--- src/hdl/wb_pkg.sv ---
package wb_pkg;

    typedef logic [31:0] word_t;
    typedef logic [4:0]  reg_idx_t;
    typedef logic [6:0]  ecode_t;
    typedef logic [7:0]  uop_t;

    // flag positions in uop_t
    localparam int UOP_DIV  = 0;
    localparam int UOP_MEM  = 1;
    localparam int UOP_ERTN = 2;
    localparam int UOP_LINK = 3;
    localparam int UOP_REM  = 4;

    // exception codes
    localparam ecode_t EXP_INT  = 7'h00;
    localparam ecode_t EXP_PIL  = 7'h01;
    localparam ecode_t EXP_PIS  = 7'h02;
    localparam ecode_t EXP_PIF  = 7'h03;
    localparam ecode_t EXP_PME  = 7'h04;
    localparam ecode_t EXP_PPI  = 7'h07;
    localparam ecode_t EXP_ADEF = 7'h08;
    localparam ecode_t EXP_ALE  = 7'h09;
    localparam ecode_t EXP_SYS  = 7'h0b;
    localparam ecode_t EXP_TLBR = 7'h3f;

    // one quotient bit per step
    localparam int DIV_STEPS = 32;

    typedef enum logic [1:0] {
        DIV_IDLE,
        DIV_BUSY,
        DIV_DONE
    } div_state_t;

endpackage
--- src/hdl/ex2_wb_top.sv ---
`timescale 1ns/1ns
module ex2_wb_top (
    input  logic             clk,
    input  logic             aresetn,
    input  wb_pkg::uop_t     uop0,
    input  wb_pkg::uop_t     uop1,
    input  wb_pkg::reg_idx_t rd0,
    input  wb_pkg::reg_idx_t rd1,
    input  wb_pkg::word_t    result0,
    input  wb_pkg::word_t    result1,
    input  logic             result_valid0,
    input  logic             result_valid1,
    input  wb_pkg::word_t    pc0,
    input  logic             csr_rd_en0,
    input  wb_pkg::word_t    csr_data,
    input  logic             div_start,
    input  wb_pkg::word_t    dividend,
    input  wb_pkg::word_t    divisor,
    input  logic             ld_issue,
    input  wb_pkg::word_t    ld_data,
    input  wb_pkg::reg_idx_t ld_rd,
    input  logic             dcache_ready,
    input  logic             exception_in,
    input  wb_pkg::ecode_t   ecode_in,
    input  wb_pkg::word_t    badv_in,
    input  wb_pkg::word_t    era_in,
    input  logic             cpu_interrupt,
    input  wb_pkg::word_t    csr_era,
    input  wb_pkg::word_t    eentry,
    input  wb_pkg::word_t    tlbrentry,
    input  wb_pkg::reg_idx_t rf_raddr,
    output logic             wb_we0,
    output logic             wb_we1,
    output logic             wb_we2,
    output wb_pkg::reg_idx_t wb_rd0,
    output wb_pkg::reg_idx_t wb_rd1,
    output wb_pkg::reg_idx_t wb_rd2,
    output wb_pkg::word_t    wb_data0,
    output wb_pkg::word_t    wb_data1,
    output wb_pkg::word_t    wb_data2,
    output logic             ex2_allowin,
    output logic             exception_out,
    output wb_pkg::ecode_t   ecode_out,
    output wb_pkg::word_t    badv_out,
    output logic             wen_badv,
    output logic [18:0]      vppn_out,
    output logic             wen_vppn,
    output wb_pkg::word_t    era_out,
    output logic             wen_era,
    output logic             tlb_exception,
    output wb_pkg::word_t    redirect_pc,
    output logic             redirect_valid,
    output wb_pkg::word_t    rf_rdata
);
    import wb_pkg::*;

    word_t quotient;
    word_t remainder;
    logic  div_busy;
    logic  div_ready;

    // a start while the divider is occupied is dropped
    iterative_divider iterative_divider_inst (
        .clk       (clk),
        .aresetn   (aresetn),
        .start     (div_start & ~div_busy),
        .dividend  (dividend),
        .divisor   (divisor),
        .quotient  (quotient),
        .remainder (remainder),
        .busy      (div_busy),
        .ready     (div_ready)
    );

    wb_result_select wb_result_select_inst (
        .clk           (clk),
        .aresetn       (aresetn),
        .uop0          (uop0),
        .uop1          (uop1),
        .rd0           (rd0),
        .rd1           (rd1),
        .pc0           (pc0),
        .result0       (result0),
        .result1       (result1),
        .csr_data      (csr_data),
        .quotient      (quotient),
        .remainder     (remainder),
        .ld_data       (ld_data),
        .result_valid0 (result_valid0),
        .result_valid1 (result_valid1),
        .csr_rd_en0    (csr_rd_en0),
        .div_ready     (div_ready),
        .dcache_ready  (dcache_ready),
        .ld_rd         (ld_rd),
        .wb_we0        (wb_we0),
        .wb_we1        (wb_we1),
        .wb_we2        (wb_we2),
        .wb_rd0        (wb_rd0),
        .wb_rd1        (wb_rd1),
        .wb_rd2        (wb_rd2),
        .wb_data0      (wb_data0),
        .wb_data1      (wb_data1),
        .wb_data2      (wb_data2)
    );

    wb_exception_latch wb_exception_latch_inst (
        .clk            (clk),
        .aresetn        (aresetn),
        .exception_in   (exception_in),
        .cpu_interrupt  (cpu_interrupt),
        .ecode_in       (ecode_in),
        .badv_in        (badv_in),
        .era_in         (era_in),
        .csr_era        (csr_era),
        .eentry         (eentry),
        .tlbrentry      (tlbrentry),
        .pc0            (pc0),
        .uop0           (uop0),
        .exception_out  (exception_out),
        .wen_badv       (wen_badv),
        .wen_vppn       (wen_vppn),
        .wen_era        (wen_era),
        .tlb_exception  (tlb_exception),
        .redirect_valid (redirect_valid),
        .ecode_out      (ecode_out),
        .badv_out       (badv_out),
        .era_out        (era_out),
        .redirect_pc    (redirect_pc),
        .vppn_out       (vppn_out)
    );

    // any redirect drops the loads in flight
    wb_stall_ctrl wb_stall_ctrl_inst (
        .clk          (clk),
        .aresetn      (aresetn),
        .ld_issue     (ld_issue),
        .dcache_ready (dcache_ready),
        .div_pending  (uop0[UOP_DIV]),
        .div_ready    (div_ready),
        .flush        (redirect_valid),
        .ex2_allowin  (ex2_allowin)
    );

    regfile_3w regfile_3w_inst (
        .clk     (clk),
        .aresetn (aresetn),
        .we0     (wb_we0),
        .we1     (wb_we1),
        .we2     (wb_we2),
        .waddr0  (wb_rd0),
        .waddr1  (wb_rd1),
        .waddr2  (wb_rd2),
        .wdata0  (wb_data0),
        .wdata1  (wb_data1),
        .wdata2  (wb_data2),
        .raddr   (rf_raddr),
        .rdata   (rf_rdata)
    );

endmodule

--- src/hdl/regfile_3w.sv ---
`timescale 1ns/1ns
module regfile_3w (
    input  logic             clk,
    input  logic             aresetn,
    input  logic             we0,
    input  logic             we1,
    input  logic             we2,
    input  wb_pkg::reg_idx_t waddr0,
    input  wb_pkg::reg_idx_t waddr1,
    input  wb_pkg::reg_idx_t waddr2,
    input  wb_pkg::word_t    wdata0,
    input  wb_pkg::word_t    wdata1,
    input  wb_pkg::word_t    wdata2,
    input  wb_pkg::reg_idx_t raddr,
    output wb_pkg::word_t    rdata
);
    import wb_pkg::*;

    word_t regs [0:31];

    // later port overrides earlier on the same address
    always_ff @(posedge clk) begin
        if (aresetn) begin
            if (we0 && waddr0 != '0) begin
                regs[waddr0] <= wdata0;
            end
            if (we1 && waddr1 != '0) begin
                regs[waddr1] <= wdata1;
            end
            if (we2 && waddr2 != '0) begin
                regs[waddr2] <= wdata2;
            end
        end
    end

    // r0 is never written
    assign rdata = (raddr == '0) ? '0 : regs[raddr];

endmodule

--- src/hdl/iterative_divider.sv ---
`timescale 1ns/1ns
module iterative_divider (
    input  logic          clk,
    input  logic          aresetn,
    input  logic          start,
    input  wb_pkg::word_t dividend,
    input  wb_pkg::word_t divisor,
    output wb_pkg::word_t quotient,
    output wb_pkg::word_t remainder,
    output logic          busy,
    output logic          ready
);
    import wb_pkg::*;

    div_state_t                   state;
    logic [$clog2(DIV_STEPS)-1:0] step;
    word_t                        quo_q;
    word_t                        rem_q;
    word_t                        dvsr_q;
    logic [32:0]                  rem_shift;
    logic [32:0]                  rem_sub;
    logic                         take;

    // one restoring step
    assign rem_shift = {rem_q, quo_q[31]};
    assign take      = rem_shift >= {1'b0, dvsr_q};
    assign rem_sub   = take ? rem_shift - {1'b0, dvsr_q} : rem_shift;

    always_ff @(posedge clk) begin
        if (!aresetn) begin
            state <= DIV_IDLE;
            step  <= '0;
        end else begin
            case (state)
                DIV_IDLE: begin
                    if (start) begin
                        state <= DIV_BUSY;
                        step  <= '0;
                    end
                end
                DIV_BUSY: begin
                    step <= step + 1'b1;
                    if (step == $bits(step)'(DIV_STEPS - 1)) begin
                        state <= DIV_DONE;
                    end
                end
                default: begin
                    state <= DIV_IDLE;
                end
            endcase
        end
    end

    // zero divisor yields all ones and keeps the dividend as remainder
    always_ff @(posedge clk) begin
        if (state == DIV_IDLE && start) begin
            quo_q  <= dividend;
            rem_q  <= '0;
            dvsr_q <= divisor;
        end else if (state == DIV_BUSY) begin
            quo_q <= {quo_q[30:0], take};
            rem_q <= rem_sub[31:0];
        end
    end

    assign quotient  = quo_q;
    assign remainder = rem_q;
    assign busy      = (state != DIV_IDLE);
    assign ready     = (state == DIV_DONE);

endmodule

--- src/hdl/wb_stall_ctrl.sv ---
`timescale 1ns/1ns
module wb_stall_ctrl (
    input  logic clk,
    input  logic aresetn,
    input  logic ld_issue,
    input  logic dcache_ready,
    input  logic div_pending,
    input  logic div_ready,
    input  logic flush,
    output logic ex2_allowin
);
    logic [2:0] ld_pend;
    logic [2:0] oldest;
    logic [2:0] kept;
    logic       ld_stall;
    logic       div_stall;

    // the returning load retires the oldest entry
    always_comb begin
        if (ld_pend[2]) begin
            oldest = 3'b100;
        end else if (ld_pend[1]) begin
            oldest = 3'b010;
        end else begin
            oldest = {2'b00, ld_pend[0]};
        end
    end

    assign kept = dcache_ready ? (ld_pend & ~oldest) : ld_pend;

    // bit 2 holds a load that is still waiting
    always_ff @(posedge clk) begin
        if (!aresetn || flush) begin
            ld_pend <= 3'b000;
        end else begin
            ld_pend <= {kept[2] | kept[1], kept[0], ld_issue & ex2_allowin};
        end
    end

    assign ld_stall    = (ld_pend[1] | ld_pend[2]) & ~dcache_ready;
    assign div_stall   = div_pending & ~div_ready;
    assign ex2_allowin = ~(ld_stall | div_stall);

endmodule

--- src/hdl/wb_exception_latch.sv ---
`timescale 1ns/1ns
module wb_exception_latch (
    input  logic           clk,
    input  logic           aresetn,
    input  logic           exception_in,
    input  logic           cpu_interrupt,
    input  wb_pkg::ecode_t ecode_in,
    input  wb_pkg::word_t  badv_in,
    input  wb_pkg::word_t  era_in,
    input  wb_pkg::word_t  csr_era,
    input  wb_pkg::word_t  eentry,
    input  wb_pkg::word_t  tlbrentry,
    input  wb_pkg::word_t  pc0,
    input  wb_pkg::uop_t   uop0,
    output logic           exception_out,
    output logic           wen_badv,
    output logic           wen_vppn,
    output logic           wen_era,
    output logic           tlb_exception,
    output logic           redirect_valid,
    output wb_pkg::ecode_t ecode_out,
    output wb_pkg::word_t  badv_out,
    output wb_pkg::word_t  era_out,
    output wb_pkg::word_t  redirect_pc,
    output logic [18:0]    vppn_out
);
    import wb_pkg::*;

    logic set_badv;
    logic set_vppn;

    // address faults write badv, page faults also write vppn
    always_comb begin
        set_badv = 1'b0;
        set_vppn = 1'b0;
        case (ecode_in)
            EXP_PIL, EXP_PIS, EXP_PIF, EXP_PME, EXP_PPI, EXP_TLBR: begin
                set_badv = 1'b1;
                set_vppn = 1'b1;
            end
            EXP_ADEF, EXP_ALE: begin
                set_badv = 1'b1;
            end
            default: begin
                set_badv = 1'b0;
            end
        endcase
    end

    always_ff @(posedge clk) begin
        if (!aresetn) begin
            exception_out <= 1'b0;
            wen_badv      <= 1'b0;
            wen_vppn      <= 1'b0;
            wen_era       <= 1'b0;
            tlb_exception <= 1'b0;
            era_out       <= '0;
        end else begin
            exception_out <= exception_in | cpu_interrupt;
            wen_badv      <= exception_in & set_badv;
            wen_vppn      <= exception_in & set_vppn;
            wen_era       <= exception_in | cpu_interrupt;
            tlb_exception <= exception_in && (ecode_in == EXP_TLBR);
            if (era_in != '0) begin
                era_out <= era_in;
            end
        end
    end

    always_ff @(posedge clk) begin
        ecode_out <= (cpu_interrupt && !exception_in) ? EXP_INT : ecode_in;
        badv_out  <= badv_in;
        vppn_out  <= badv_in[18:0];
    end

    // tlb refill first, then general entry, then ertn
    always_comb begin
        if (tlb_exception) begin
            redirect_pc = tlbrentry;
        end else if (exception_out) begin
            redirect_pc = eentry;
        end else if (uop0[UOP_ERTN]) begin
            redirect_pc = csr_era;
        end else begin
            redirect_pc = pc0;
        end
    end

    assign redirect_valid = tlb_exception | exception_out | uop0[UOP_ERTN];

endmodule

--- src/hdl/wb_result_select.sv ---
`timescale 1ns/1ns
module wb_result_select (
    input  logic             clk,
    input  logic             aresetn,
    input  wb_pkg::uop_t     uop0,
    input  wb_pkg::uop_t     uop1,
    input  wb_pkg::reg_idx_t rd0,
    input  wb_pkg::reg_idx_t rd1,
    input  wb_pkg::word_t    pc0,
    input  wb_pkg::word_t    result0,
    input  wb_pkg::word_t    result1,
    input  wb_pkg::word_t    csr_data,
    input  wb_pkg::word_t    quotient,
    input  wb_pkg::word_t    remainder,
    input  wb_pkg::word_t    ld_data,
    input  logic             result_valid0,
    input  logic             result_valid1,
    input  logic             csr_rd_en0,
    input  logic             div_ready,
    input  logic             dcache_ready,
    input  wb_pkg::reg_idx_t ld_rd,
    output logic             wb_we0,
    output logic             wb_we1,
    output logic             wb_we2,
    output wb_pkg::reg_idx_t wb_rd0,
    output wb_pkg::reg_idx_t wb_rd1,
    output wb_pkg::reg_idx_t wb_rd2,
    output wb_pkg::word_t    wb_data0,
    output wb_pkg::word_t    wb_data1,
    output wb_pkg::word_t    wb_data2
);
    import wb_pkg::*;

    logic  lane0_we;
    logic  lane1_we;
    word_t lane0_data;
    word_t lane1_data;
    word_t div_data0;
    word_t div_data1;

    assign div_data0 = uop0[UOP_REM] ? remainder : quotient;
    assign div_data1 = uop1[UOP_REM] ? remainder : quotient;

    // lane 0 takes alu, then csr, then divider
    always_comb begin
        lane0_we = 1'b1;
        if (result_valid0) begin
            lane0_data = uop0[UOP_LINK] ? pc0 + 32'd4 : result0;
        end else if (csr_rd_en0) begin
            lane0_data = csr_data;
        end else if (uop0[UOP_DIV] && div_ready) begin
            lane0_data = div_data0;
        end else begin
            lane0_we   = 1'b0;
            lane0_data = '0;
        end
    end

    // lane 1 has no csr path
    always_comb begin
        lane1_we = 1'b1;
        if (result_valid1) begin
            lane1_data = result1;
        end else if (uop1[UOP_DIV] && div_ready) begin
            lane1_data = div_data1;
        end else begin
            lane1_we   = 1'b0;
            lane1_data = '0;
        end
    end

    always_ff @(posedge clk) begin
        if (!aresetn) begin
            wb_we0 <= 1'b0;
            wb_we1 <= 1'b0;
            wb_we2 <= 1'b0;
        end else begin
            wb_we0 <= lane0_we;
            wb_we1 <= lane1_we;
            wb_we2 <= dcache_ready;
        end
    end

    always_ff @(posedge clk) begin
        wb_rd0   <= rd0;
        wb_data0 <= lane0_data;
        wb_rd1   <= rd1;
        wb_data1 <= lane1_data;
        // load port only moves on a dcache return
        if (dcache_ready) begin
            wb_rd2   <= ld_rd;
            wb_data2 <= ld_data;
        end
    end

endmodule

--- config.mk ---
export PLATFORM = sky130hd
export DESIGN_NAME = ex2_wb_top
export DESIGN_NICKNAME = d
export VERILOG_FILES = /design/src/hdl/wb_pkg.sv /design/src/hdl/ex2_wb_top.sv /design/src/hdl/regfile_3w.sv /design/src/hdl/iterative_divider.sv /design/src/hdl/wb_stall_ctrl.sv /design/src/hdl/wb_exception_latch.sv /design/src/hdl/wb_result_select.sv
export SDC_FILE = /design/constraint.sdc
export NUM_CORES = 2
export LEC_CHECK = 0
export CAP_MARGIN = 20
export CORE_ASPECT_RATIO = 1.25
export CORE_MARGIN = 3
export CORE_UTILIZATION = 60
export CTS_BUF_LIST = sky130_fd_sc_hd__clkbuf_4
export CTS_CLUSTER_SIZE = 25
export DETAILED_ROUTE_END_ITERATION = 10
export DONT_BUFFER_PORTS = 1
export PLACE_DENSITY = 0.79
export SKIP_LAST_GASP = 1
export SLEW_MARGIN = 30
export SYNTH_ARGS = -nofsm -noshare
export SYNTH_HDL_FRONTEND = slang
export SYNTH_SLANG_ARGS = --single-unit
--- constraint.sdc ---
create_clock -name clk -period 6.6 [get_ports clk]
set_input_delay 1.65 -clock clk [delete_from_list [all_inputs] [get_ports clk]]
set_output_delay 1.65 -clock clk [all_outputs]
set_load 0.01 [all_outputs]
==> results.ini <==
[global_route]
maximum_number_of_pins_on_one_net_before_global_route_repair = 258
first_global_vias = 59600
number_of_antenna_violations_at_the_first_check_in_global_routing = 55
global_route.overflow_total = 0
grt_pass1_wl_mm = 413
grt_use_total_pct = 45.1

[drt]
vias = 60500
ant_nets = 0
remaining_design_rule_violation_count = 0
drt_pre_antenna_iters = 9
drt_wl_total_mm = 297
detail_route.vias_per_cell = 7.14
drt-initial-drc-count = 10100
average_routed_wire_per_standard_cell_microns = 35.0

[critical_path]
reg2regPathDepth = 5
worst_ep_arrival_time_ps = 4870
regToRegEndpoint = regfile_3w_inst.regs[19][30]$_DFFE_PP_
worst_reg_to_reg_setup_slack_ps = 2520
critical_path_class = in -> out
crit_fanout = 76
crit_required_ps = 4950
worst_r2r_startpoint = wb_result_select_inst.wb_rd2[0]$_DFFE_PP_
crit_path_end_kind = output port
setup.worst_path.start_class = input pin

[worst_hold_path]
min_delay_worst_endpoint = wb_exception_latch_inst.badv_out[8]$_DFF_P_
worstHoldPathType = in -> reg
worst_hold_startpoint = badv_in[8]
whs_path_depth = 0

[outcome]
outcome = completed

[synth]
avgSynthCellArea_sq_um = 11.0
yosys_warnings = 0
post_synth_inst_count = 6805
post_synth_instance_area_sq_um = 75100
synthDistinctLibCells = 69
synth_edf_count = 1125
ys_ff_latch = 1319
synthFlopType = sky130_fd_sc_hd__edfxtp_1
seq_area_frac_synth_pct = 50.2
async_reset_ff_share_pct = 0

[floorplanning]
die_height_microns = 401
placement_rows = 144
fp.dieW_microns = 322
design.die.area_sq_um = 129000
initial_core_utilization_pct = 60.6
ios = 712
core_area_sq_um = 124000

[timing]
final_hold_viol_count = 0
report.final.setup_viol = 0
max_slew_violations = 0
clock-skew-final_ps = 112
final_period_minus_worst_setup_slack_ps = 6520
worst_slew_margin_rel_pct = 9.41
setup_tns_ps = 0
timing_limited_maximum_frequency_ghz = 0.153
rsz0062_at_grt = false
tightest_slew_ps = 1360
post-route-period-util_pct = 98.8

[run]
maxCapViolations = 0

[clock_tree]
path_clk_slew_ps = 70
worst_skew_pair.late_latency_ps = 1410
numCtsBuffers = 354
cts.sinks = 1319
holdBufCountCts = 0
cts_tree = yes
cts-root-to-sink-buffers = 4
clock_root_buffer = sky130_fd_sc_hd__clkbuf_4
cts_htree_levels = 5

[placement]
globalplace.congestion = 1.02
dp_hpwl_mm = 178
placed_cells = 7816
number_of_buffers_added_on_ports = 0

[layout]
mostFrequentLayoutCell = sky130_fd_sc_hd__edfxtp_1
final_util_pct = 65.2
layout-area-overhead-vs-synth_pct = 7.58
drive_above_1_share_pct = 18.1
finalNonFillerCells = 8482
mostFrequentLayoutCells = sky130_fd_sc_hd__edfxtp_1 (1,125), sky130_fd_sc_hd__mux2i_1 (1,105), sky130_fd_sc_hd__a21oi_1 (815)
finish.net_count = 7046

[power_and_ir_drop]
vdd_drop_max_uv = 173
power.leakage_nw = 31.5
power_density_nw_per_um2 = 238

[logic make-up (layout without fill, tap and decap cells)]
group / after synthesis / in the layout / synth area share, %
AND/OR/NAND/NOR: 1637 / 1637 / 9.00
multiplexers: 1457 / 1457 / 24.8
AO/OA/AOI/OAI: 1420 / 1420 / 10.2
flip-flops: 1319 / 1319 / 50.2
buffers and inverters: 888 / 874 / 4.65
XOR/XNOR: 47 / 47 / 0.548
adder cells (fa/ha/maj): 36 / 36 / 0.610
other: 1 / 86 / 0.00500
[power by group]
group          internal, W  total, W  leakage [nW]  switching, W
clock network      0.00384   0.00742          2.64       0.00358
logic             0.000872   0.00234          16.8       0.00147
registers          0.00930   0.00949          12.1      0.000191
total               0.0140    0.0192          31.5       0.00524
[layer usage]
layer	vias to the layer above	global-route usage (%)	wire (microns)
met3	1613	18.8	47300
met1	28300	49.3	86700
met2	5867	65.7	129000
met4	8	42.9	33700
met5	-	0	53
li1	24700	-	-
[state kept, by name, indices dropped and copies added, names as in the netlist, 7 cells and up]
register                           count
iterative_divider_inst.dvsr_q         32
wb_result_select_inst.wb_data0        32
wb_exception_latch_inst.era_out       32
wb_result_select_inst.wb_data2        32
iterative_divider_inst.remainder      32
regfile_3w_inst.regs                1024
wb_result_select_inst.wb_data1        32
wb_exception_latch_inst.ecode_out      7
iterative_divider_inst.quotient       32
wb_exception_latch_inst.badv_out      32
[how the worst max path moves through the flow]
stage	startpoint	to	slack [ps]	cells after the start
2_1_floorplan	rf_raddr[0]	rf_rdata[10]	1110	7
3_3_place_gp	rf_raddr[0]	rf_rdata[31]	1420	4
3_5_place_dp	rf_raddr[0]	rf_rdata[31]	1360	4
4_1_cts	rf_raddr[0]	rf_rdata[31]	1360	4
5_1_grt	rf_raddr[0]	rf_rdata[31]	20	7
6_report	rf_raddr[0]	rf_rdata[31]	80	7
[through the flow]
step           total power (W)  hold WS [ps]  worst slack [ps]  cell area (sq um)
2_1_floorplan           0.0113           395              1110              75200
3_3_place_gp            0.0118           409              1420              75900
3_5_place_dp            0.0119           405              1360              76000
4_1_cts                 0.0191           202              1360              80400
5_1_grt                 0.0198           224              16.8              80700
6_report                0.0192           300              79.4              80800
[Yosys cell counts (all sizes together), types with 13 or more instances]
cell type	number	area share, %
nor3	13	0.10
nor2b	48	0.40
nand4	21	0.19
nor2	796	4.0
buf	163	1.0
and2	14	0.12
xor2	29	0.34
clkbuf	682	3.4
inv	42	0.21
dfxtp	194	5.2
xnor2	18	0.21
nand3	38	0.25
o31ai	36	0.36
and3	18	0.16
mux2i	1106	15
mux2	31	0.47
a21oi	815	5.4
o211ai	13	0.14
o21ai	429	2.9
edfxtp	1125	45
mux4	320	9.6
a221oi	28	0.34
a21o	18	0.18
ha	35	0.58
nand2	618	3.1
[what timing repair did]
action | CTS | global route
gates resized for setup | 0 | 1
endpoints found under the setup margin | 0 | 12
setup buffers | 0 | 0
[cell type report]
cell class	count	area (sq um)
tap	1606	2010
fill	9224	43000
clock inverter	75	425
timing repair buffer	226	1840
antenna	54	135
sequential	1319	37700
clock buffer	530	3980
inverter	43	161
multi-input combinational	4629	34500
[critical path, cell delays in order]
cell                      delay (ps)
sky130_fd_sc_hd__buf_16          360
sky130_fd_sc_hd__buf_16          350
sky130_fd_sc_hd__buf_16          470
sky130_fd_sc_hd__mux4_2          600
sky130_fd_sc_hd__mux4_2          510
sky130_fd_sc_hd__mux2i_2         610
sky130_fd_sc_hd__nor2_1          180
Note: power is estimated with default switching activity, not from simulation.
